==> src/logic/msr_map_pkg.sv <==
// MSR address map shared by the execute and commit sides; import where bank decode or widths are needed
package msr_map_pkg;

   // Data path and PC widths
   localparam int data_w = 32;
   localparam int pc_w = 30;

   // Significant PSR bits, the rest of the word reads as zero
   localparam int psr_w = 10;

   // MSR address fields
   localparam int bank_aw = 5;
   localparam int off_aw = 9;

   // Bank codes, taken from address bits 13..9
   localparam logic [bank_aw-1:0] bank_ps = 5'd0;
   localparam logic [bank_aw-1:0] bank_irqc = 5'd6;
   localparam logic [bank_aw-1:0] bank_tsc = 5'd7;

   // Processor-state bank, one-hot offset bits
   localparam int off_psr = 0;
   localparam int off_cpuid = 1;
   localparam int off_epsr = 2;
   localparam int off_epc = 3;
   localparam int off_elsa = 4;
   localparam int off_coreid = 5;

   // Interrupt controller bank
   localparam int off_imr = 0;
   localparam int off_irr = 1;

   // Timestamp counter bank
   localparam int off_tsr = 0;
   localparam int off_tcr = 1;

   // TCR layout
   localparam int tcr_cnt_w = 28;
   localparam int tcr_en = 28;
   localparam int tcr_ie = 29;
   localparam int tcr_p = 30;

   // Write enables handed from execute to commit
   typedef struct packed {
      logic psr;
      logic epc;
      logic epsr;
      logic elsa;
      logic imr;
      logic tsr;
      logic tcr;
      logic [off_aw-1:0] bank_off;
   } wmsr_we_t;

endpackage

==> src/logic/exc_pkg.sv <==
// Exception flags, PSR layout, vectors and the stage structs used across the exception unit
package exc_pkg;

   import msr_map_pkg::*;

   // Exception sources as seen at commit
   typedef struct packed {
      logic eret;
      logic esyscall;
      logic einsn;
      logic eipf;
      logic eitm;
      logic eirq;
      logic edtm;
      logic edpf;
      logic ealign;
      logic flush_tlb;
   } exc_flags_t;

   // One-hot opcode from the issue stage
   typedef struct packed {
      logic eret;
      logic esyscall;
      logic einsn;
      logic eipf;
      logic eitm;
      logic eirq;
      logic wmsr;
   } epu_opc_t;

   // PSR fields, top down
   typedef struct packed {
      logic [21:0] rsvd;
      logic [1:0]  res_hi;
      logic        dmme;
      logic        imme;
      logic        ire;
      logic        rm;
      logic [3:0]  res_lo;
   } psr_t;

   // Raw word for EPC and ELSA, field view for PSR
   typedef union packed {
      logic [data_w-1:0] word;
      psr_t              psr;
   } psr_word_u;

   // Exception vectors, word addresses
   localparam logic [pc_w-1:0] vec_eitm = 30'd1;
   localparam logic [pc_w-1:0] vec_eipf = 30'd2;
   localparam logic [pc_w-1:0] vec_esyscall = 30'd3;
   localparam logic [pc_w-1:0] vec_einsn = 30'd4;
   localparam logic [pc_w-1:0] vec_eirq = 30'd5;
   localparam logic [pc_w-1:0] vec_edtm = 30'd6;
   localparam logic [pc_w-1:0] vec_edpf = 30'd7;
   localparam logic [pc_w-1:0] vec_ealign = 30'd8;

   typedef struct packed {
      logic              valid;
      epu_opc_t          opc;
      logic [data_w-1:0] operand1;
      logic [data_w-1:0] operand2;
      logic [data_w-1:0] imm;
   } ex_req_t;

   typedef struct packed {
      exc_flags_t        exc;
      logic [pc_w-1:0]   epc;
      logic [pc_w-1:0]   nepc;
      logic [data_w-1:0] lsa;
      wmsr_we_t          wmsr_we;
      psr_word_u         wmsr_dat;
   } commit_t;

   typedef struct packed {
      logic [data_w-1:0] dout;
      logic [data_w-1:0] wmsr_dat;
      wmsr_we_t          wmsr_we;
      exc_flags_t        strobes;
   } epu_result_t;

   typedef struct packed {
      logic rm;
      logic imme;
      logic dmme;
      logic ire;
      logic we;
   } psr_upd_t;

endpackage

==> src/logic/msr_decode.sv <==
// Execute-side MSR decode; forms read data, write enables and exception strobes in one cycle
`timescale 1ns/1ps

module msr_decode
   import msr_map_pkg::*, exc_pkg::*;
(
   input  ex_req_t           ex,
   input  psr_word_u         msr_psr,
   input  psr_word_u         msr_epsr,
   input  logic [data_w-1:0] msr_epc,
   input  logic [data_w-1:0] msr_elsa,
   input  logic [data_w-1:0] msr_cpuid,
   input  logic [data_w-1:0] msr_coreid,
   input  logic [data_w-1:0] imr,
   input  logic [data_w-1:0] irr,
   input  logic [data_w-1:0] tsr,
   input  logic [data_w-1:0] tcr,
   output epu_result_t       result
);

   logic [data_w-1:0]  msr_addr;
   logic [bank_aw-1:0] bank;
   logic [off_aw-1:0]  off;
   logic               sel_ps;
   logic               sel_irqc;
   logic               sel_tsc;
   logic               wmsr;
   logic [data_w-1:0]  psr_ext;
   logic [data_w-1:0]  epsr_ext;
   logic [data_w-1:0]  dout_ps;
   logic [data_w-1:0]  dout_irqc;
   logic [data_w-1:0]  dout_tsc;
   wmsr_we_t           we;

   // Address is the register operand OR-ed with a 15-bit immediate
   assign msr_addr = ex.operand1 | {{(data_w-15){1'b0}}, ex.imm[14:0]};
   assign bank = msr_addr[bank_aw+off_aw-1:off_aw];
   assign off = msr_addr[off_aw-1:0];

   assign sel_ps = (bank == bank_ps);
   assign sel_irqc = (bank == bank_irqc);
   assign sel_tsc = (bank == bank_tsc);

   assign psr_ext = {{(data_w-psr_w){1'b0}}, msr_psr.word[psr_w-1:0]};
   assign epsr_ext = {{(data_w-psr_w){1'b0}}, msr_epsr.word[psr_w-1:0]};

   // One-hot offsets allow a plain AND-OR mux
   assign dout_ps = ({data_w{off[off_psr]}} & psr_ext) |
                    ({data_w{off[off_cpuid]}} & msr_cpuid) |
                    ({data_w{off[off_epsr]}} & epsr_ext) |
                    ({data_w{off[off_epc]}} & msr_epc) |
                    ({data_w{off[off_elsa]}} & msr_elsa) |
                    ({data_w{off[off_coreid]}} & msr_coreid);

   assign dout_irqc = ({data_w{off[off_imr]}} & imr) |
                      ({data_w{off[off_irr]}} & irr);

   assign dout_tsc = ({data_w{off[off_tsr]}} & tsr) |
                     ({data_w{off[off_tcr]}} & tcr);

   assign wmsr = ex.valid & ex.opc.wmsr;

   always_comb begin
      we = '0;
      we.psr = wmsr & sel_ps & off[off_psr];
      we.epc = wmsr & sel_ps & off[off_epc];
      we.epsr = wmsr & sel_ps & off[off_epsr];
      we.elsa = wmsr & sel_ps & off[off_elsa];
      we.imr = wmsr & sel_irqc & off[off_imr];
      we.tsr = wmsr & sel_tsc & off[off_tsr];
      we.tcr = wmsr & sel_tsc & off[off_tcr];
      we.bank_off = off;
   end

   always_comb begin
      result = '0;
      // Unknown banks fall through as zero
      result.dout = ({data_w{sel_ps}} & dout_ps) |
                    ({data_w{sel_irqc}} & dout_irqc) |
                    ({data_w{sel_tsc}} & dout_tsc);
      result.wmsr_dat = ex.operand2;
      result.wmsr_we = we;
      result.strobes.eret = ex.valid & ex.opc.eret;
      result.strobes.esyscall = ex.valid & ex.opc.esyscall;
      result.strobes.einsn = ex.valid & ex.opc.einsn;
      result.strobes.eipf = ex.valid & ex.opc.eipf;
      result.strobes.eitm = ex.valid & ex.opc.eitm;
      result.strobes.eirq = ex.valid & ex.opc.eirq;
      // PSR write may change MMU enables
      result.strobes.flush_tlb = we.psr;
   end

endmodule

==> src/logic/exc_commit.sv <==
// Commit-side exception handling; computes PSR/EPSR/EPC/ELSA updates and the pipeline flush target
`timescale 1ns/1ps

module exc_commit
   import msr_map_pkg::*, exc_pkg::*;
(
   input  logic              clk,
   input  logic              rst_n,
   input  commit_t           commit,
   input  psr_word_u         msr_psr,
   input  psr_word_u         msr_epsr,
   input  logic [data_w-1:0] msr_epc,
   output psr_upd_t          psr_upd,
   output psr_word_u         epsr_nxt,
   output logic              epsr_we,
   output logic [data_w-1:0] epc_nxt,
   output logic              epc_we,
   output logic [data_w-1:0] elsa_nxt,
   output logic              elsa_we,
   output logic              exc_ent,
   output logic              exc_flush,
   output logic [pc_w-1:0]   exc_flush_tgt
);

   exc_flags_t exc;
   wmsr_we_t   we;
   psr_word_u  wdat;
   psr_t       psr_src;
   logic       exc_ent_q;
   logic       save_psr;
   logic       elsa_as_pc;
   logic       elsa_set;

   assign exc = commit.exc;
   assign we = commit.wmsr_we;
   assign wdat = commit.wmsr_dat;

   // Entry into a handler, ERET and TLB flush excluded
   assign exc_ent = exc.esyscall | exc.einsn | exc.eipf | exc.eitm | exc.eirq |
                    exc.edtm | exc.edpf | exc.ealign;

   always_ff @(posedge clk) begin
      if (!rst_n) begin
         exc_ent_q <= 1'b0;
      end else begin
         exc_ent_q <= exc_ent;
      end
   end

   // Only the first cycle of a held exception saves PSR
   assign save_psr = exc_ent & ~exc_ent_q;

   // PSR restore on ERET, or direct write
   assign psr_src = we.psr ? wdat.psr : msr_epsr.psr;
   assign psr_upd.we = we.psr | exc.eret;
   assign psr_upd.rm = psr_src.rm;
   assign psr_upd.imme = psr_src.imme;
   assign psr_upd.dmme = psr_src.dmme;
   assign psr_upd.ire = psr_src.ire;

   assign epsr_we = we.epsr | save_psr;
   assign epsr_nxt = we.epsr ? wdat : msr_psr;

   // Syscall returns past itself, other faults retry the insn
   assign epc_we = exc_ent | we.epc;
   assign epc_nxt = we.epc ? wdat.word :
                    exc.esyscall ? {commit.nepc, 2'b00} : {commit.epc, 2'b00};

   // Fetch-side faults report the PC as the faulting address
   assign elsa_as_pc = exc.eitm | exc.eipf | exc.einsn;
   assign elsa_set = elsa_as_pc | exc.edtm | exc.edpf | exc.ealign;
   assign elsa_we = elsa_set | we.elsa;
   assign elsa_nxt = elsa_as_pc ? {commit.epc, 2'b00} :
                     elsa_set ? commit.lsa : wdat.word;

   assign exc_flush = |exc;

   // Flags are mutually exclusive at commit
   assign exc_flush_tgt = ({pc_w{exc.edtm}} & vec_edtm) |
                          ({pc_w{exc.edpf}} & vec_edpf) |
                          ({pc_w{exc.ealign}} & vec_ealign) |
                          ({pc_w{exc.esyscall}} & vec_esyscall) |
                          ({pc_w{exc.eitm}} & vec_eitm) |
                          ({pc_w{exc.eipf}} & vec_eipf) |
                          ({pc_w{exc.eirq}} & vec_eirq) |
                          ({pc_w{exc.einsn}} & vec_einsn) |
                          ({pc_w{exc.eret}} & msr_epc[data_w-1:2]) |
                          ({pc_w{exc.flush_tlb}} & commit.nepc);

endmodule

==> src/logic/irq_ctrl.sv <==
// Interrupt controller with mask and request registers; feeds the asynchronous interrupt line
`timescale 1ns/1ps

module irq_ctrl
   import msr_map_pkg::*;
(
   input  logic              clk,
   input  logic              rst_n,
   input  logic [data_w-1:0] irqs,
   input  logic              ire,
   input  logic              imr_we,
   input  logic [data_w-1:0] wdat,
   output logic [data_w-1:0] imr,
   output logic [data_w-1:0] irr,
   output logic              irq_async
);

   // All sources masked out of reset
   always_ff @(posedge clk) begin
      if (!rst_n) begin
         imr <= '1;
         irr <= '0;
      end else begin
         if (imr_we) begin
            imr <= wdat;
         end
         irr <= irqs & ~imr;
      end
   end

   // Any pending request while interrupts are enabled
   assign irq_async = (|irr) & ire;

endmodule

==> src/logic/tsc_timer.sv <==
// Timestamp counter with a compare interrupt; TSR and TCR are written from commit
`timescale 1ns/1ps

module tsc_timer
   import msr_map_pkg::*;
(
   input  logic              clk,
   input  logic              rst_n,
   input  logic              tsr_we,
   input  logic              tcr_we,
   input  logic [data_w-1:0] wdat,
   output logic [data_w-1:0] tsr,
   output logic [data_w-1:0] tcr,
   output logic              tsc_irq
);

   logic hit;

   // Compare on the low counter bits only
   assign hit = tcr[tcr_en] & (tsr[tcr_cnt_w-1:0] == tcr[tcr_cnt_w-1:0]);

   always_ff @(posedge clk) begin
      if (!rst_n) begin
         tsr <= '0;
      end else if (tsr_we) begin
         tsr <= wdat;
      end else if (tcr[tcr_en]) begin
         tsr <= tsr + 1'b1;
      end
   end

   always_ff @(posedge clk) begin
      if (!rst_n) begin
         tcr <= '0;
      end else if (tcr_we) begin
         tcr <= wdat;
         // Writing TCR acknowledges the interrupt
         tcr[tcr_p] <= 1'b0;
      end else if (hit) begin
         tcr[tcr_p] <= 1'b1;
      end
   end

   assign tsc_irq = tcr[tcr_p] & tcr[tcr_ie];

endmodule

==> src/logic/epu_top.sv <==
// Exception processing unit top; connects MSR decode, commit logic, interrupt controller and timer
`timescale 1ns/1ps

module epu_top
   import msr_map_pkg::*, exc_pkg::*;
(
   input  logic              clk,
   input  logic              rst_n,
   input  ex_req_t           ex,
   input  commit_t           commit,
   input  logic [data_w-1:0] irqs,
   input  psr_word_u         msr_psr,
   input  psr_word_u         msr_epsr,
   input  logic [data_w-1:0] msr_epc,
   input  logic [data_w-1:0] msr_elsa,
   input  logic [data_w-1:0] msr_cpuid,
   input  logic [data_w-1:0] msr_coreid,
   output epu_result_t       result,
   output psr_upd_t          psr_upd,
   output psr_word_u         epsr_nxt,
   output logic              epsr_we,
   output logic [data_w-1:0] epc_nxt,
   output logic              epc_we,
   output logic [data_w-1:0] elsa_nxt,
   output logic              elsa_we,
   output logic              exc_ent,
   output logic              exc_flush,
   output logic [pc_w-1:0]   exc_flush_tgt,
   output logic              irq_async,
   output logic              tsc_irq
);

   logic [data_w-1:0] imr;
   logic [data_w-1:0] irr;
   logic [data_w-1:0] tsr;
   logic [data_w-1:0] tcr;

   msr_decode u_msr_decode (
      .ex         (ex),
      .msr_psr    (msr_psr),
      .msr_epsr   (msr_epsr),
      .msr_epc    (msr_epc),
      .msr_elsa   (msr_elsa),
      .msr_cpuid  (msr_cpuid),
      .msr_coreid (msr_coreid),
      .imr        (imr),
      .irr        (irr),
      .tsr        (tsr),
      .tcr        (tcr),
      .result     (result)
   );

   exc_commit u_exc_commit (
      .clk           (clk),
      .rst_n         (rst_n),
      .commit        (commit),
      .msr_psr       (msr_psr),
      .msr_epsr      (msr_epsr),
      .msr_epc       (msr_epc),
      .psr_upd       (psr_upd),
      .epsr_nxt      (epsr_nxt),
      .epsr_we       (epsr_we),
      .epc_nxt       (epc_nxt),
      .epc_we        (epc_we),
      .elsa_nxt      (elsa_nxt),
      .elsa_we       (elsa_we),
      .exc_ent       (exc_ent),
      .exc_flush     (exc_flush),
      .exc_flush_tgt (exc_flush_tgt)
   );

   // Sub-units are written from the commit stage
   irq_ctrl u_irq_ctrl (
      .clk       (clk),
      .rst_n     (rst_n),
      .irqs      (irqs),
      .ire       (msr_psr.psr.ire),
      .imr_we    (commit.wmsr_we.imr),
      .wdat      (commit.wmsr_dat.word),
      .imr       (imr),
      .irr       (irr),
      .irq_async (irq_async)
   );

   tsc_timer u_tsc_timer (
      .clk     (clk),
      .rst_n   (rst_n),
      .tsr_we  (commit.wmsr_we.tsr),
      .tcr_we  (commit.wmsr_we.tcr),
      .wdat    (commit.wmsr_dat.word),
      .tsr     (tsr),
      .tcr     (tcr),
      .tsc_irq (tsc_irq)
   );

endmodule

==> config.mk <==
export PLATFORM = sky130hd
export DESIGN_NAME = epu_top
export DESIGN_NICKNAME = d
export VERILOG_FILES = /design/src/logic/msr_map_pkg.sv /design/src/logic/exc_pkg.sv /design/src/logic/msr_decode.sv /design/src/logic/exc_commit.sv /design/src/logic/irq_ctrl.sv /design/src/logic/tsc_timer.sv /design/src/logic/epu_top.sv
export SDC_FILE = /design/constraint.sdc
export NUM_CORES = 1
export LEC_CHECK = 0
export BUFFER_PORTS_ARGS = -buffer_cell sky130_fd_sc_hd__buf_2
export CORE_AREA = 8 8 268 270
export DETAILED_ROUTE_END_ITERATION = 16
export DIE_AREA = 0 0 276 278
export GPL_TIMING_DRIVEN = 0
export SYNTH_ARGS = -nofsm -noshare
export SYNTH_HDL_FRONTEND = slang
export SYNTH_SLANG_ARGS = --single-unit
export TNS_END_PERCENT = 10
==> constraint.sdc <==
create_clock -name clk -period 5.05 [get_ports clk]
set_input_delay 0.505 -clock clk [delete_from_list [all_inputs] [get_ports clk]]
set_output_delay 0.505 -clock clk [all_outputs]
set_load 0.02 [all_outputs]
Yosys cells after proc, flatten, opt, wreduce, memory -nomap -nowiden
Cells that the tools add are included.
W data, S select, Z words.
{"block": "word_totals", "in_bits": 480, "output_inout_bits": 228, "register_bits": 129}
{"block": "classes", "reduce_logical": 5, "bitwise_logic": 75, "n_addsub": 1, "muxes": 8, "eq_ne": 3}
{"op": "$and A32 B32 Y32", "n": 12}
{"op": "$or A32 B32 Y32", "n": 9}
{"op": "$mux W32", "n": 7}
{"op": "$and A32 B10 Y32", "n": 2}
{"op": "$and A30 B30 Y30", "n": 2}
{"op": "$or A30 B2 Y30", "n": 2}
{"op": "$or A30 B3 Y30", "n": 2}
{"op": "$or A30 B30 Y30", "n": 2}
{"op": "$add A32 B1 Y32 const B", "n": 1}
{"op": "$not A32 Y32", "n": 1}
{"op": "$reduce_or A32 Y1", "n": 1}
{"op": "$or A30 B1 Y30", "n": 1}
{"op": "$or A30 B4 Y30", "n": 1}
{"op": "$eq A28 B28 Y1", "n": 1}
{"op": "$and A1 B1 Y1", "n": 21}
{"op": "$or A1 B1 Y1", "n": 16}
{"op": "$or A14 B14 Y14", "n": 1}
{"op": "$eq A5 B3 Y1 const B", "n": 2}
{"op": "$reduce_or A10 Y1", "n": 1}
{"op": "$mux W8", "n": 1}
{"op": "$logic_not A5 Y1", "n": 1}
{"op": "$or A3 B3 Y3", "n": 1}
{"op": "$not A1 Y1", "n": 2}
{"op": "$reduce_bool A2 Y1", "n": 1}
{"op": "$reduce_or A2 Y1", "n": 1}

Logic depth before layout (Yosys ltp)
Gate-level depths: netlist (run 1).
{"block": "logic_depth", "depth_word": 10, "depth_mapped": 8}

Hierarchy
From an unflattened synthesis (run 1), not the netlist that was laid out.
{"block": "unflattened", "hier_cells": 1266, "area_unflattened_um2": 9902.0}
{"mod": "tsc_timer", "n_inst": 1, "area_per_inst_um2": 3442.1, "cells_each": 386, "seq_area_each_um2": 1281.2}
{"mod": "msr_decode", "n_inst": 1, "area_per_inst_um2": 2298.5, "cells_each": 328, "seq_area_each_um2": 0.0}
{"mod": "irq_ctrl", "n_inst": 1, "area_per_inst_um2": 2110.8, "cells_each": 214, "seq_area_each_um2": 1281.2}
{"mod": "exc_commit", "n_inst": 1, "area_per_inst_um2": 2050.7, "cells_each": 338, "seq_area_each_um2": 20.0}

Worst setup path before layout (run 1)
No wires, ideal clock.
{"block": "synth_path", "kind": "input to output", "startpoint": "input ex[12] (netlist name)", "endpoint": "output result[25] (netlist name)", "required_ps": 4545, "arrival_ps": 2223, "slack_ps": 2322, "path_stages": 5, "n_path_buf": 2, "cell_sequence": "nor4_1 -> nand3_1 -> clkbuf_1 -> nor3_1 -> buf_4"}
{"item": "start: declaration", "line_no": "epu_top.sv:9", "source": "input ex_req_t ex,"}
{"item": "end: declaration", "line_no": "epu_top.sv:18", "source": "output epu_result_t result,"}

==> results.txt, run 1 <==
----------------------------------------------------
[Worst setup path]
  Top cell family by delay on the critical path ... simple AND/OR/NAND/NOR gates
  Worst path slowest cell ... sky130_fd_sc_hd__nor4_1
  Required time worst endpoint ... around 4.6 ns
  Crit Path Category ... input pin to output pin
  Crit path max fanout ... 10
  Critical Path Start Type ... input pin
  Stage delay of the slowest cell on the critical path ... 1.21 ns
  Number of buffer and inverter stages on the critical path ... 3
  Crit path arrival time ... 4.04 ns
  Most numerous cell on the critical path ... sky130_fd_sc_hd__buf_2
  Number of logic stages on the critical path including buffering ... 7
  Cell Chain, Critical Path ... buf_2 -> nor4_1 -> nand3_1 -> clkbuf_1 -> a21oi_1 -> a221o_1 -> buf_2
  Endpoint class of the critical path ... output pin
  Count of cells along the worst register-to-register path ... 5

[Floorplan]
  Die Footprint ... 76,700 sq um
  Core region area ... between 60,000 and 70,000 sq um
  Die Wd ... 276 um
  Top-level port count ... around 700
  Die Ht ... 278 um
  Initial core utilization ... 14.5%
  Row count ... 96

[Placement]
  RePlAce Congestion ... 0.946
  Placed cell count ... approximately 2,700
  HPWL after detailed placement ... 69,600 um
  Count of buffers inserted at the top-level ports ... 600

[Clock network]
  Clock input transition at the sequential cells of the worst setup and hold paths ... 0.06 ns
  Library cell used as clock root buffer ... sky130_fd_sc_hd__clkbuf_16
  Number of H-tree branching levels ... 4
  TritonCTS Buffers ... 17
  Buffer levels on the longest clock path ... 2
  Clock tree from TritonCTS ... yes
  Number of buffers added for setup after CTS ... 0
  # hold bufs at CTS ... 0
  Clock network latency to the later pin of the worst-skew pair ... between 0.4 and 0.5 ns
  Clk sinks ... 129
  Number of gates resized after cts ... 0

[Yosys]
  Post-synthesis sequential area ratio ... between 20% and 30%
  Number of register bits inferred by synthesis ... 129
  Synthesized area ... 9810 sq um
  Count leader, synth ... sky130_fd_sc_hd__nand2_1
  Leading cell types by count after synthesis ... sky130_fd_sc_hd__nand2_1, sky130_fd_sc_hd__dfxtp_1, sky130_fd_sc_hd__mux2i_1, sky130_fd_sc_hd__a22oi_1, sky130_fd_sc_hd__clkbuf_1
  Most used DFF post-synth ... sky130_fd_sc_hd__dfxtp_1
  Async S/R FF share, synth ... 0%
  Count of unique library cells instantiated by Yosys ... between 60 and 70
  Synthesized area per cell ... 7.93 sq um
  Yosys top cell area share ... 26.3%
  Number of synthesized flops with an enable pin ... 0
  Library cell with the largest summed area after synthesis ... sky130_fd_sc_hd__dfxtp_1
  Synth Warn # ... 0
  Cell count after synthesis ... roughly 1,200
  Top area cells in the synthesized netlist ... sky130_fd_sc_hd__dfxtp_1, sky130_fd_sc_hd__mux2i_1, sky130_fd_sc_hd__a22oi_1, sky130_fd_sc_hd__nand2_1, sky130_fd_sc_hd__clkbuf_1

[Cells and area]
  Final-layout fill cell count ... 7,704
  Share of final-layout standard cells stronger than drive strength 1 ... 37.7%
  Count of nets after finishing ... 2,339
  Fin cells ... roughly 2,800
  Layout overhead on the synthesized area ... 48.4%

[Pwr]
  Power per Cell Area ... 245 nW/um^2
  P_leak ... 6.89 nW
  Worst supply voltage drop on vdd ... 175 uV

[Timing]
  Count of final hold-check violations ... 0
  Final critical path time including I/O delays and setup ... 4.55 ns
  Slew at the pin closest to its max-slew limit ... 1.49 ns
  Final Slew Violations ... 1
  Max-slew headroom at the worst pin ... -0.243%
  Post-Route Skew ... around 0.0082 ns
  Final Cycle Share ... around nine tenths
  Total Neg Setup Slack ... 0 ns
  Setup repair after global routing missed its margin ... false
  Tightest hold margin ... 0.280 ns
  Final setup violation count ... 0
  Fmax achieved ... 0.220 GHz

[Global routing]
  Total routing resource utilization after global routing ... 20.5%
  Overflow after GRT ... 0
  Wire length of the first global-routing pass ... between 100,000 and 150,000 um
  Antenna violations before repair ... 32
  Maximum number of pins on one net before global-route repair ... 17
  Number of global-route vias before repair ... 13,000

[Route]
  DRC violation count after routing ... 0
  Pre-Repair DR Iteration Count ... 5
  Routed via count divided by cell count ... 4.78
  Routed length per instance ... 30.1 um
  Starting DRT DRC Count ... 1,174
  Via count ... 13,200
  Number of antenna-violating nets in the routed design ... 0
  Post-Route WL ... about 83,000 um

[Run]
  Max-Cap Viols ... 1

[Outcome]
  Run status ... finished with violations
  Failing checks ... capacitance limit, slew limit

[Hold path]
  Cells on Worst Hold Path ... 3
  Hold/Removal Path Class ... input pin to register

----------------------------------------------------
[layout make-up]
type | instances | area, sq um | area share, %
antenna | 11 | 27.5 | 0.189
buffer | 156 | 764 | 5.25
clock buffer | 17 | 425 | 2.92
clock inverter | 14 | 179 | 1.23
inverter | 4 | 15.0 | 0.103
multi-input combinational | 950 | 6460 | 44.4
sequential | 129 | 2580 | 17.7
tap | 882 | 1100 | 7.58
timing repair buffer | 600 | 3000 | 20.6
[per-stage QoR]
step	util [%]	setup WS, ns	power [mW]	area [sq um]
3_5_place_dp	20.6	0.683	2.28	13900
4_1_cts	21.5	0.672	3.57	14500
5_1_grt	21.5	0.506	3.68	14500
6_report	21.5	0.501	3.56	14600
2_1_floorplan	-	2.32	1.69	9820
3_3_place_gp	20.6	0.707	2.27	13900
[tightest hold or removal path: stages]
cell and delay (ns):
sky130_fd_sc_hd__buf_2 0.10, sky130_fd_sc_hd__nand2_1 0.04, sky130_fd_sc_hd__nor2_1 0.03
[state kept, by name, summed over array words and instances, names as in the netlist]
register,count
u_irq_ctrl.irr,32
u_exc_commit.exc_ent_q,1
u_irq_ctrl.imr,32
u_tsc_timer.tcr,32
u_tsc_timer.tsr,32
[where the power goes]
group          internal [mW]  switching (mW)
sequential              1.07          0.0582
clock                  0.782           0.525
combinational          0.401           0.722
total                   2.26            1.31
[placed cells by master (no fill, tap or decap), types with 6 or more instances in the layout]
master	count
sky130_fd_sc_hd__dfxtp_1	129
sky130_fd_sc_hd__a21oi_1	31
sky130_fd_sc_hd__nand2_1	151
sky130_fd_sc_hd__mux2_1	29
sky130_fd_sc_hd__diode_2	11
sky130_fd_sc_hd__nor2_1	86
sky130_fd_sc_hd__nand4_1	19
sky130_fd_sc_hd__clkbuf_16	17
sky130_fd_sc_hd__nor4_1	25
sky130_fd_sc_hd__mux2_2	7
sky130_fd_sc_hd__buf_2	612
sky130_fd_sc_hd__inv_6	6
sky130_fd_sc_hd__nand3_1	17
sky130_fd_sc_hd__buf_4	40
sky130_fd_sc_hd__or2_1	8
sky130_fd_sc_hd__clkbuf_1	86
sky130_fd_sc_hd__a31oi_1	20
sky130_fd_sc_hd__and3_1	10
sky130_fd_sc_hd__a22o_1	27
sky130_fd_sc_hd__xor2_1	35
sky130_fd_sc_hd__a221o_1	33
sky130_fd_sc_hd__and2_1	12
sky130_fd_sc_hd__or3_1	10
sky130_fd_sc_hd__o21ai_1	65
sky130_fd_sc_hd__or4_1	7
sky130_fd_sc_hd__mux2i_1	128
sky130_fd_sc_hd__buf_1	12
sky130_fd_sc_hd__a22oi_1	108
sky130_fd_sc_hd__nor3_1	7
sky130_fd_sc_hd__nor3b_1	6
sky130_fd_sc_hd__o21ai_0	17
sky130_fd_sc_hd__o2bb2ai_1	31
[metal layers]
layer  GRT usage, %  share of wire, %  up-vias
met3           6.50               9.9      139
li1               -                 -     5861
met5              0              0.18        -
met2           34.0                46      867
met1           24.6                40     6329
met4           7.78               4.3       22
[worst paths after layout]
check	slack (ns)	from	to
setup / recovery	0.50	ex[12]	result[77]
hold / removal	0.28	irqs[24]	u_irq_ctrl.irr[24]$_SDFF_PN0_
setup reg to reg	2.90	u_tsc_timer.tsr[1]$_SDFFE_PN0P_	u_tsc_timer.tsr[20]$_SDFFE_PN0P_
hold reg to reg	0.44	u_irq_ctrl.imr[15]$_SDFFE_PN1P_	u_irq_ctrl.irr[15]$_SDFF_PN0_
[kinds of logic (layout without fill, tap and decap cells)]
logic type      count (synthesis)  after routing  share of synthesized area, %
mux                           164            164                          17.2
flops                         129            129                          26.3
buf+inv                       160            791                          7.88
xor+xnor                       39             39                          3.48
simple gates                  380            380                          18.5
compound gates                363            363                          26.5
fa+ha+maj                       1              1                         0.127
other cells                     1             14                        0.0382
(Power assumes the default switching activity.)
==> run 2, diff against run 1 <==
ABC_AREA = 1   (was unset)
clock period = 5.8 ns   (was 5.05 ns; I/O delays follow)
==> run 2 against run 1 <==
Compared with the run above:
- global-route usage fell by 0.21 points
- register-to-register slack improved by 1.1 ns
- critical path depth is 1 lower
- wire length down 1.3%
- non-clock buffer count decreased by 8
- largest power group unchanged
- core utilization grew 0.78 points
- final cell count increased by 19%
- sequential share of layout area is 0.62 points lower
- the flow now finishes without violations
- clock skew hardly changed
- sequential power is 12% lower
- sequential cell count did not move
- largest cell class unchanged
- synthesized cell count is 43% higher
==> results.txt, run 2 <==
----------------------------------------------------
[Cells and area]
  Leading cell type in the layout, fill and taps excluded ... sky130_fd_sc_hd__buf_2
  Count of nets after finishing ... 2,872 (+23%)
  Fin util ... 22.3% (+0.78 points)
  Leading cell types in the layout, fill and taps excluded ... sky130_fd_sc_hd__buf_2, sky130_fd_sc_hd__nand2_1, sky130_fd_sc_hd__o21ai_0, sky130_fd_sc_hd__inv_1, sky130_fd_sc_hd__nor2_1
  Share of final-layout standard cells stronger than drive strength 1 ... 30.1% (-7.6 points)
  Layout overhead on the synthesized area ... 45.6%
  Fin cells ... 3,292 (+19%)

[Clock network]
  Clk sinks ... 129 (unchanged)
  Library cell used as clock root buffer ... sky130_fd_sc_hd__clkbuf_16
  Clock network latency to the later pin of the worst-skew pair ... 0.44 ns (about the same)
  Buffer levels on the longest clock path ... 2 (unchanged)
  Number of buffers added for setup after CTS ... 0 (unchanged)
  Clock tree from TritonCTS ... yes
  Number of H-tree branching levels ... 4 (unchanged)
  Number of gates resized after cts ... 0 (unchanged)
  Clock input transition at the sequential cells of the worst setup and hold paths ... 0.06 ns (about the same)
  # hold bufs at CTS ... 0 (unchanged)
  TritonCTS Buffers ... 17 (unchanged)

[Timing]
  Final critical path time including I/O delays and setup ... 3.95 ns
  Final Cycle Share ... approximately two thirds
  Setup repair after global routing missed its margin ... false
  Max-slew headroom at the worst pin ... 28.2% (+28 points)
  Post-Route Skew ... 0.00827 ns (+0.0000889 ns)
  Total Neg Setup Slack ... 0 ns (unchanged)
  Count of final hold-check violations ... 0 (unchanged)
  Final Slew Violations ... 0 (-1)
  Fmax achieved ... 0.253 GHz
  Final setup violation count ... 0 (unchanged)
  Slew at the pin closest to its max-slew limit ... 1.07 ns (-0.417 ns)

[Yosys]
  Most used DFF post-synth ... sky130_fd_sc_hd__dfxtp_1
  Number of register bits inferred by synthesis ... 129 (unchanged)
  Cell count after synthesis ... 1,770 (+43%)
  Yosys top cell area share ... 24.9% (-1.4 points)
  Async S/R FF share, synth ... 0% (unchanged)
  Count leader, synth ... sky130_fd_sc_hd__nand2_1
  Synthesized area ... 10,400 sq um (+5.6%)
  Synth Warn # ... 0 (unchanged)
  Number of synthesized flops with an enable pin ... 0 (unchanged)
  Leading cell types by count after synthesis ... sky130_fd_sc_hd__nand2_1, sky130_fd_sc_hd__o21ai_0, sky130_fd_sc_hd__inv_1, sky130_fd_sc_hd__nor2_1, sky130_fd_sc_hd__dfxtp_1
  Top area cells in the synthesized netlist ... sky130_fd_sc_hd__dfxtp_1, sky130_fd_sc_hd__nand2_1, sky130_fd_sc_hd__o21ai_0, sky130_fd_sc_hd__inv_1, sky130_fd_sc_hd__a21oi_1
  Count of unique library cells instantiated by Yosys ... 42 (-32%)
  Synthesized area per cell ... 5.86 sq um (-26%)
  Library cell with the largest summed area after synthesis ... sky130_fd_sc_hd__dfxtp_1
  Post-synthesis sequential area ratio ... 24.9% (-1.4 points)

[Floorplan]
  Top-level port count ... 708 (unchanged)
  Initial core utilization ... 15.3% (+0.81 points)
  Die Wd ... 276 um (unchanged)
  Core region area ... 67,700 sq um (unchanged)
  Die Footprint ... 76,700 sq um (unchanged)
  Die Ht ... 278 um (unchanged)
  Row count ... 96 (unchanged)

[Outcome]
  Run status ... complete, no violations

[Global routing]
  Total routing resource utilization after global routing ... 20.3% (-0.21 points)
  Overflow after GRT ... 0 (unchanged)
  Antenna violations before repair ... 28 (-13%)
  Number of global-route vias before repair ... 14,900 (+14%)
  Wire length of the first global-routing pass ... 112,000 um (+1.2%)
  Maximum number of pins on one net before global-route repair ... 17 (unchanged)

[Pwr]
  Switching share of power ... 36.4% (-0.23 points)
  Fraction of power consumed by sequential logic ... 32.1% (+0.4 points)
  Switching power summed over all nets ... 1.12 mW (-14%)
  Worst supply voltage drop on vdd ... 190 uV (+8.4%)
  P_leak ... 7.55 nW (+9.7%)
  Clock share of power ... 36.0% (-0.7 points)
  Power per Cell Area ... 204 nW/um^2 (-16%)
  Design Power ... 3.08 mW (-13%)
  Cell internal power dissipation ... 1.96 mW (-13%)
  Fraction of power consumed by combinational cells ... 31.9% (+0.4 points)

[Worst setup path]
  Cell Chain, Critical Path ... buf_2 -> nor3_2 -> nand2_1 -> nor3_2 -> nand2_1 -> buf_2
  Flop2flop setup slack ... 3.98 ns (+1.08 ns)
  Stage delay of the slowest cell on the critical path ... 0.90 ns (-0.31 ns)
  Endpoint class of the critical path ... output pin
  Critical R2R Capture ... u_tsc_timer.tsr[21]$_SDFFE_PN0P_
  Worst path slowest cell ... sky130_fd_sc_hd__nor3_2
  Crit path arrival time ... 3.37 ns (-0.67 ns)
  Crit Path Category ... input pin to output pin
  Required time worst endpoint ... 5.22 ns (+0.67 ns)
  Reg2reg start ... u_tsc_timer.tcr[28]$_SDFFE_PN0P_
  Count of cells along the worst register-to-register path ... 5 (unchanged)
  Critical Path Start Type ... input pin
  Crit path max fanout ... 7 (-3)

[Route]
  Via count ... 15,000 (+14%)
  DRC violation count after routing ... 0 (unchanged)
  Detailed-routing wirelength on met1 ... 32,400 um (-1.6%)
  Met2 wire length ... 39,000 um (+1.8%)
  Post-Route WL ... 82,200 um (-1.3%)
  Routed via count divided by cell count ... 4.56 (-4.6%)
  Starting DRT DRC Count ... 1,444 (+23%)
  Number of antenna-violating nets in the routed design ... 0 (unchanged)
  Highest metal used ... met5
  Routed wire length on met3 ... 7660 um (-7.4%)
  Routed length per instance ... 25.0 um (-17%)
  Pre-Repair DR Iteration Count ... 6 (+1)

[Hold path]
  Worst Hold Launch ... irqs[27]
  Cells on Worst Hold Path ... 3 (unchanged)
  Hold/Removal Path Class ... input pin to register
  Hold Crit Endpoint ... u_irq_ctrl.irr[27]$_SDFF_PN0_

[Placement]
  HPWL after detailed placement ... 71,600 um (+2.8%)
  Placed cell count ... 3,254 (+20%)
  Count of buffers inserted at the top-level ports ... 600 (unchanged)
  RePlAce Congestion ... 0.947 (+0.15%)

[Run]
  Max-Cap Viols ... 0 (-1)

----------------------------------------------------
## run 2: cell count changes in the layout (fill, tap and decap cells not counted), moves of 36 or more
cell and delta:
sky130_fd_sc_hd__nand3_1 +64, sky130_fd_sc_hd__a22oi_1 -78, sky130_fd_sc_hd__o22ai_1 +36, sky130_fd_sc_hd__nor2_1 +52, sky130_fd_sc_hd__nand2_1 +368, sky130_fd_sc_hd__inv_1 +171
sky130_fd_sc_hd__a21oi_1 +86, sky130_fd_sc_hd__o21ai_0 +185, sky130_fd_sc_hd__mux2i_1 -128
## run 2: worst max path at each step
stage / start / cells after the start / end / slack, ns
floorplan: ex[12] / 6 / result[25] / 3.25
global placement: commit[145] / 6 / epc_we / 1.49
detailed placement: commit[145] / 6 / epc_we / 1.52
CTS: commit[145] / 6 / epc_we / 1.52
global route: commit[145] / 6 / epc_we / 1.57
finish: commit[145] / 6 / epc_we / 1.85
## run 2: critical path, delay by kind of cell
kind,cells,cell delay [ns]
buffers and inverters,2,0.36
AND/OR/NAND/NOR,4,2.41
## run 2: per-stage QoR
stage / cell area [sq um] / hold WS (ns) / setup WS [ns]
finish: 15100 / 0.356 / 1.85
global route: 15100 / 0.356 / 1.57
CTS: 15100 / 0.344 / 1.52
detailed placement: 14500 / 0.427 / 1.52
global placement: 14500 / 0.424 / 1.49
floorplan: 10400 / 0.411 / 3.25
## run 2: layout make-up
type                    count  area (sq um)
fillers                  7892         52700
multi-input cells        1316          6360
repair buffers            600          3000
flip-flops and latches    129          2580
well taps                 882          1100
plain buffers             148           753
inverters                 179           672
clock buffers              22           464
clock inverters             9           133
diodes                      7          17.5
## run 2: layer usage
metal,vias up,track usage [%]
met1,7003,23.7
met3,131,6.57
met2,828,34.6
li1,7046,-
met4,16,7.19
met5,-,0
## run 2: cell families (layout without fill, tap and decap cells)
| kind of cell | after synthesis | after routing | share of synthesized area, % |
|---|---|---|---|
| AND/OR/NAND/NOR | 792 | 792 | 31.7 |
| AO/OA/AOI/OAI | 493 | 493 | 27.2 |
| buffers and inverters | 327 | 958 | 13.8 |
| flip-flops | 129 | 129 | 24.9 |
| XOR/XNOR | 27 | 27 | 2.28 |
| adder cells (fa/ha/maj) | 1 | 1 | 0.121 |
| other | 1 | 10 | 0.0362 |
## run 2: power by group through the flow
stage               sequential [mW]  clock (mW)  combinational [mW]
CTS                           0.988        1.12               0.983
finish                        0.990        1.11               0.984
floorplan                     0.990           0               0.494
detailed placement             1.01           0               0.978
global placement               1.01           0               0.977
global route                  0.996        1.15                1.06
==> run 3, diff against run 2 <==
CORE_AREA = 8 8 271 273   (was 8 8 268 270)
DIE_AREA = 0 0 279 281   (was 0 0 276 278)
clock period = 3.3 ns   (was 5.8 ns; I/O delays follow)
==> run 3 against run 2 <==
Compared with the run above:
- setup slack got worse by 1.7 ns
- combinational power grew 76%
- total power grew 72%
- final cell count is 1.7% higher
- critical path depth increased by 1
- via count is 0.43% higher
- first-iteration DRC count is 8.9% lower
- sequential cell count unchanged
- clock power rose by 67%
- register-to-register slack lost 2.4 ns
- sequential power grew 76%
- largest cell class unchanged
==> results.txt, run 3 (same netlist as run 2, synthesis figures left out) <==
----------------------------------------------------
[Outcome]
  Run status ... complete, no violations

[Floorplan]
  Initial core utilization ... 15.0% (-0.34 points)
  Die Wd ... 279 um (+1.1%)
  Die Ht ... 281 um (+1.1%)
  Top-level port count ... 708 (unchanged)
  Core region area ... 69,300 sq um (+2.3%)
  Row count ... 97 (+1.0%)
  Die Footprint ... 78,400 sq um (+2.2%)

[Timing]
  Final Cycle Share ... 94.9%
  Slew at the pin closest to its max-slew limit ... 1.24 ns (+0.164 ns)
  Post-Route Skew ... 0.0102 ns (+0.00192 ns)
  Final critical path time including I/O delays and setup ... 3.13 ns
  Setup repair after global routing missed its margin ... false
  Fmax achieved ... 0.319 GHz
  Final setup violation count ... 0 (unchanged)
  Final Slew Violations ... 0 (unchanged)
  Total Neg Setup Slack ... 0 ns (unchanged)
  Max-slew headroom at the worst pin ... 17.5% (-11 points)
  Count of final hold-check violations ... 0 (unchanged)

[Pwr]
  Fraction of power consumed by combinational cells ... 32.6% (+0.7 points)
  Clock share of power ... 34.7% (-1.3 points)
  Switching power summed over all nets ... 1.97 mW (+76%)
  Worst supply voltage drop on vdd ... 314 uV (+65%)
  Switching share of power ... 37.1% (+0.65 points)
  Power per Cell Area ... 351 nW/um^2 (+72%)
  Cell internal power dissipation ... 3.35 mW (+71%)
  Design Power ... 5.32 mW (+72%)
  P_leak ... 7.54 nW (-0.11%)
  Fraction of power consumed by sequential logic ... 32.7% (+0.6 points)

[Clock network]
  Clock network latency to the later pin of the worst-skew pair ... 0.43 ns (about the same)
  Clk sinks ... 129 (unchanged)
  Buffer levels on the longest clock path ... 2 (unchanged)
  Number of gates resized after cts ... 2 (+2)
  TritonCTS Buffers ... 17 (unchanged)
  # hold bufs at CTS ... 0 (unchanged)
  Clock tree from TritonCTS ... yes
  Library cell used as clock root buffer ... sky130_fd_sc_hd__clkbuf_16
  Number of buffers added for setup after CTS ... 0 (unchanged)
  Clock input transition at the sequential cells of the worst setup and hold paths ... 0.06 ns (about the same)
  Number of H-tree branching levels ... 4 (unchanged)

[Global routing]
  Wire length of the first global-routing pass ... 111,000 um (-1.3%)
  Maximum number of pins on one net before global-route repair ... 17 (unchanged)
  Number of global-route vias before repair ... 14,500 (-2.3%)
  Total routing resource utilization after global routing ... 19.8% (-0.48 points)
  Overflow after GRT ... 0 (unchanged)
  Antenna violations before repair ... 20 (-29%)

[Worst setup path]
  Crit Path Category ... input pin to output pin
  Count of cells along the worst register-to-register path ... 5 (unchanged)
  Stage delay of the slowest cell on the critical path ... 0.63 ns (-0.27 ns)
  Critical Path Start Type ... input pin
  Critical R2R Capture ... u_tsc_timer.tsr[21]$_SDFFE_PN0P_
  Required time worst endpoint ... 2.97 ns (-2.25 ns)
  Worst path slowest cell ... sky130_fd_sc_hd__nor3_4
  Number of buffer and inverter stages on the critical path ... 2 (unchanged)
  Top cell family by delay on the critical path ... simple AND/OR/NAND/NOR gates
  Flop2flop setup slack ... 1.54 ns (-2.44 ns)
  Most numerous cell on the critical path ... sky130_fd_sc_hd__buf_2
  Cell Chain, Critical Path ... buf_2 -> or2_1 -> nor2_2 -> nand2_1 -> nor3_4 -> o21ai_0 -> buf_2
  Endpoint class of the critical path ... output pin
  Reg2reg start ... u_tsc_timer.tcr[28]$_SDFFE_PN0P_
  Crit path arrival time ... 2.80 ns (-0.57 ns)
  Crit path max fanout ... 7 (unchanged)

[Route]
  Post-Route WL ... 83,100 um (+1.1%)
  Pre-Repair DR Iteration Count ... 7 (+1)
  Routed wire length on met3 ... 7760 um (+1.3%)
  Routed via count divided by cell count ... 4.51 (-1.3%)
  Detailed-routing wirelength on met1 ... 33,000 um (+1.8%)
  DRC violation count after routing ... 0 (unchanged)
  Met2 wire length ... 40,500 um (+3.9%)
  Routed length per instance ... 24.8 um (-0.60%)
  Number of antenna-violating nets in the routed design ... 0 (unchanged)
  Via count ... 15,100 (+0.43%)
  Starting DRT DRC Count ... 1,316 (-8.9%)
  Highest metal used ... met5

[Run]
  Max-Cap Viols ... 0 (unchanged)

[Cells and area]
  Layout overhead on the synthesized area ... 46.1%
  Leading cell type in the layout, fill and taps excluded ... sky130_fd_sc_hd__buf_2
  Fin util ... 21.8% (-0.43 points)
  Leading cell types in the layout, fill and taps excluded ... sky130_fd_sc_hd__buf_2, sky130_fd_sc_hd__nand2_1, sky130_fd_sc_hd__o21ai_0, sky130_fd_sc_hd__inv_1, sky130_fd_sc_hd__nor2_1
  Total area of multi-input combinational cells ... 6380 sq um (+0.20%)
  Count of nets after finishing ... 2,872 (unchanged)
  Final-layout fill cell count ... 8,128 (+3.0%)
  FF+latch area ... 2580 sq um (unchanged)
  Share of final-layout standard cells stronger than drive strength 1 ... 30.1% (unchanged)

[Placement]
  Count of buffers inserted at the top-level ports ... 600 (unchanged)
  HPWL after detailed placement ... 72,000 um (+0.61%)
  RePlAce Congestion ... 0.959 (+1.2%)

[Hold path]
  Hold Crit Endpoint ... u_irq_ctrl.irr[29]$_SDFF_PN0_
  Hold/Removal Path Class ... input pin to register
  Worst Hold Launch ... irqs[29]
  Cells on Worst Hold Path ... 3 (unchanged)

----------------------------------------------------
-- run 3: cell count changes in the layout (fill, tap and decap cells not counted) --
cell,before,now
sky130_fd_sc_hd__diode_2,7,5
sky130_fd_sc_hd__bufinv_16,3,2
sky130_fd_sc_hd__nor3_4,0,2
sky130_fd_sc_hd__clkinv_2,2,4
sky130_fd_sc_hd__nor3_2,2,0
sky130_fd_sc_hd__clkbuf_8,2,1
-- run 3: metrics by stage --
step / cell area, sq um / hold WS [ns] / std cells / worst slack [ns]
2_1_floorplan: 10400 / 0.411 / 1772 / 1.25
3_3_place_gp: 14600 / 0.422 / 3312 / -0.634
3_5_place_dp: 14600 / 0.424 / 3312 / -0.421
4_1_cts: 15100 / 0.0977 / 3343 / 0.0373
5_1_grt: 15100 / 0.118 / 3345 / 0.0288
6_report: 15100 / 0.109 / 3348 / 0.167
-- run 3: final cells by class --
| cell class | count | share of cell area [%] |
|---|---|---|
| antenna | 5 | 0.0827 |
| buffer | 148 | 4.98 |
| clock buffer | 21 | 2.98 |
| clock inverter | 10 | 0.744 |
| inverter | 179 | 4.44 |
| multi-input combinational | 1316 | 42.1 |
| sequential | 129 | 17.1 |
| tap | 940 | 7.77 |
| timing repair buffer | 600 | 19.8 |
-- run 3: how the worst max path moves through the flow --
stage | startpoint | to | slack (ns) | cells after the start
2_1_floorplan | ex[12] | result[25] | 1.25 | 6
5_1_grt | commit[143] | epsr_we | 0.03 | 7
3_3_place_gp | commit[146] | epsr_we | -0.63 | 6
3_5_place_dp | commit[146] | epsr_we | -0.42 | 6
4_1_cts | commit[143] | epsr_we | 0.04 | 7
6_report | commit[143] | epsr_we | 0.17 | 7
-- run 3: worst register-to-register path, delay by kind of cell, from the launching register on --
kind	cells	cell delay, ns
flip-flops	1	0.40
buffers and inverters	2	0.53
AO/OA/AOI/OAI	1	0.17
AND/OR/NAND/NOR	2	0.60
-- run 3: layer usage --
layer | up-vias | track usage [%]
met4 | 18 | 4.59
met3 | 99 | 6.03
met2 | 787 | 34.6
met1 | 7145 | 23.6
met5 | - | 0
li1 | 7039 | -
-- run 3: power by group through the flow --
| stage | combinational (mW) | clock [mW] | sequential, mW |
|---|---|---|---|
| CTS | 1.73 | 1.86 | 1.73 |
| finish | 1.73 | 1.85 | 1.74 |
| detailed placement | 1.72 | 0 | 1.77 |
| global route | 1.86 | 1.92 | 1.75 |
| floorplan | 0.868 | 0 | 1.74 |
| global placement | 1.72 | 0 | 1.77 |
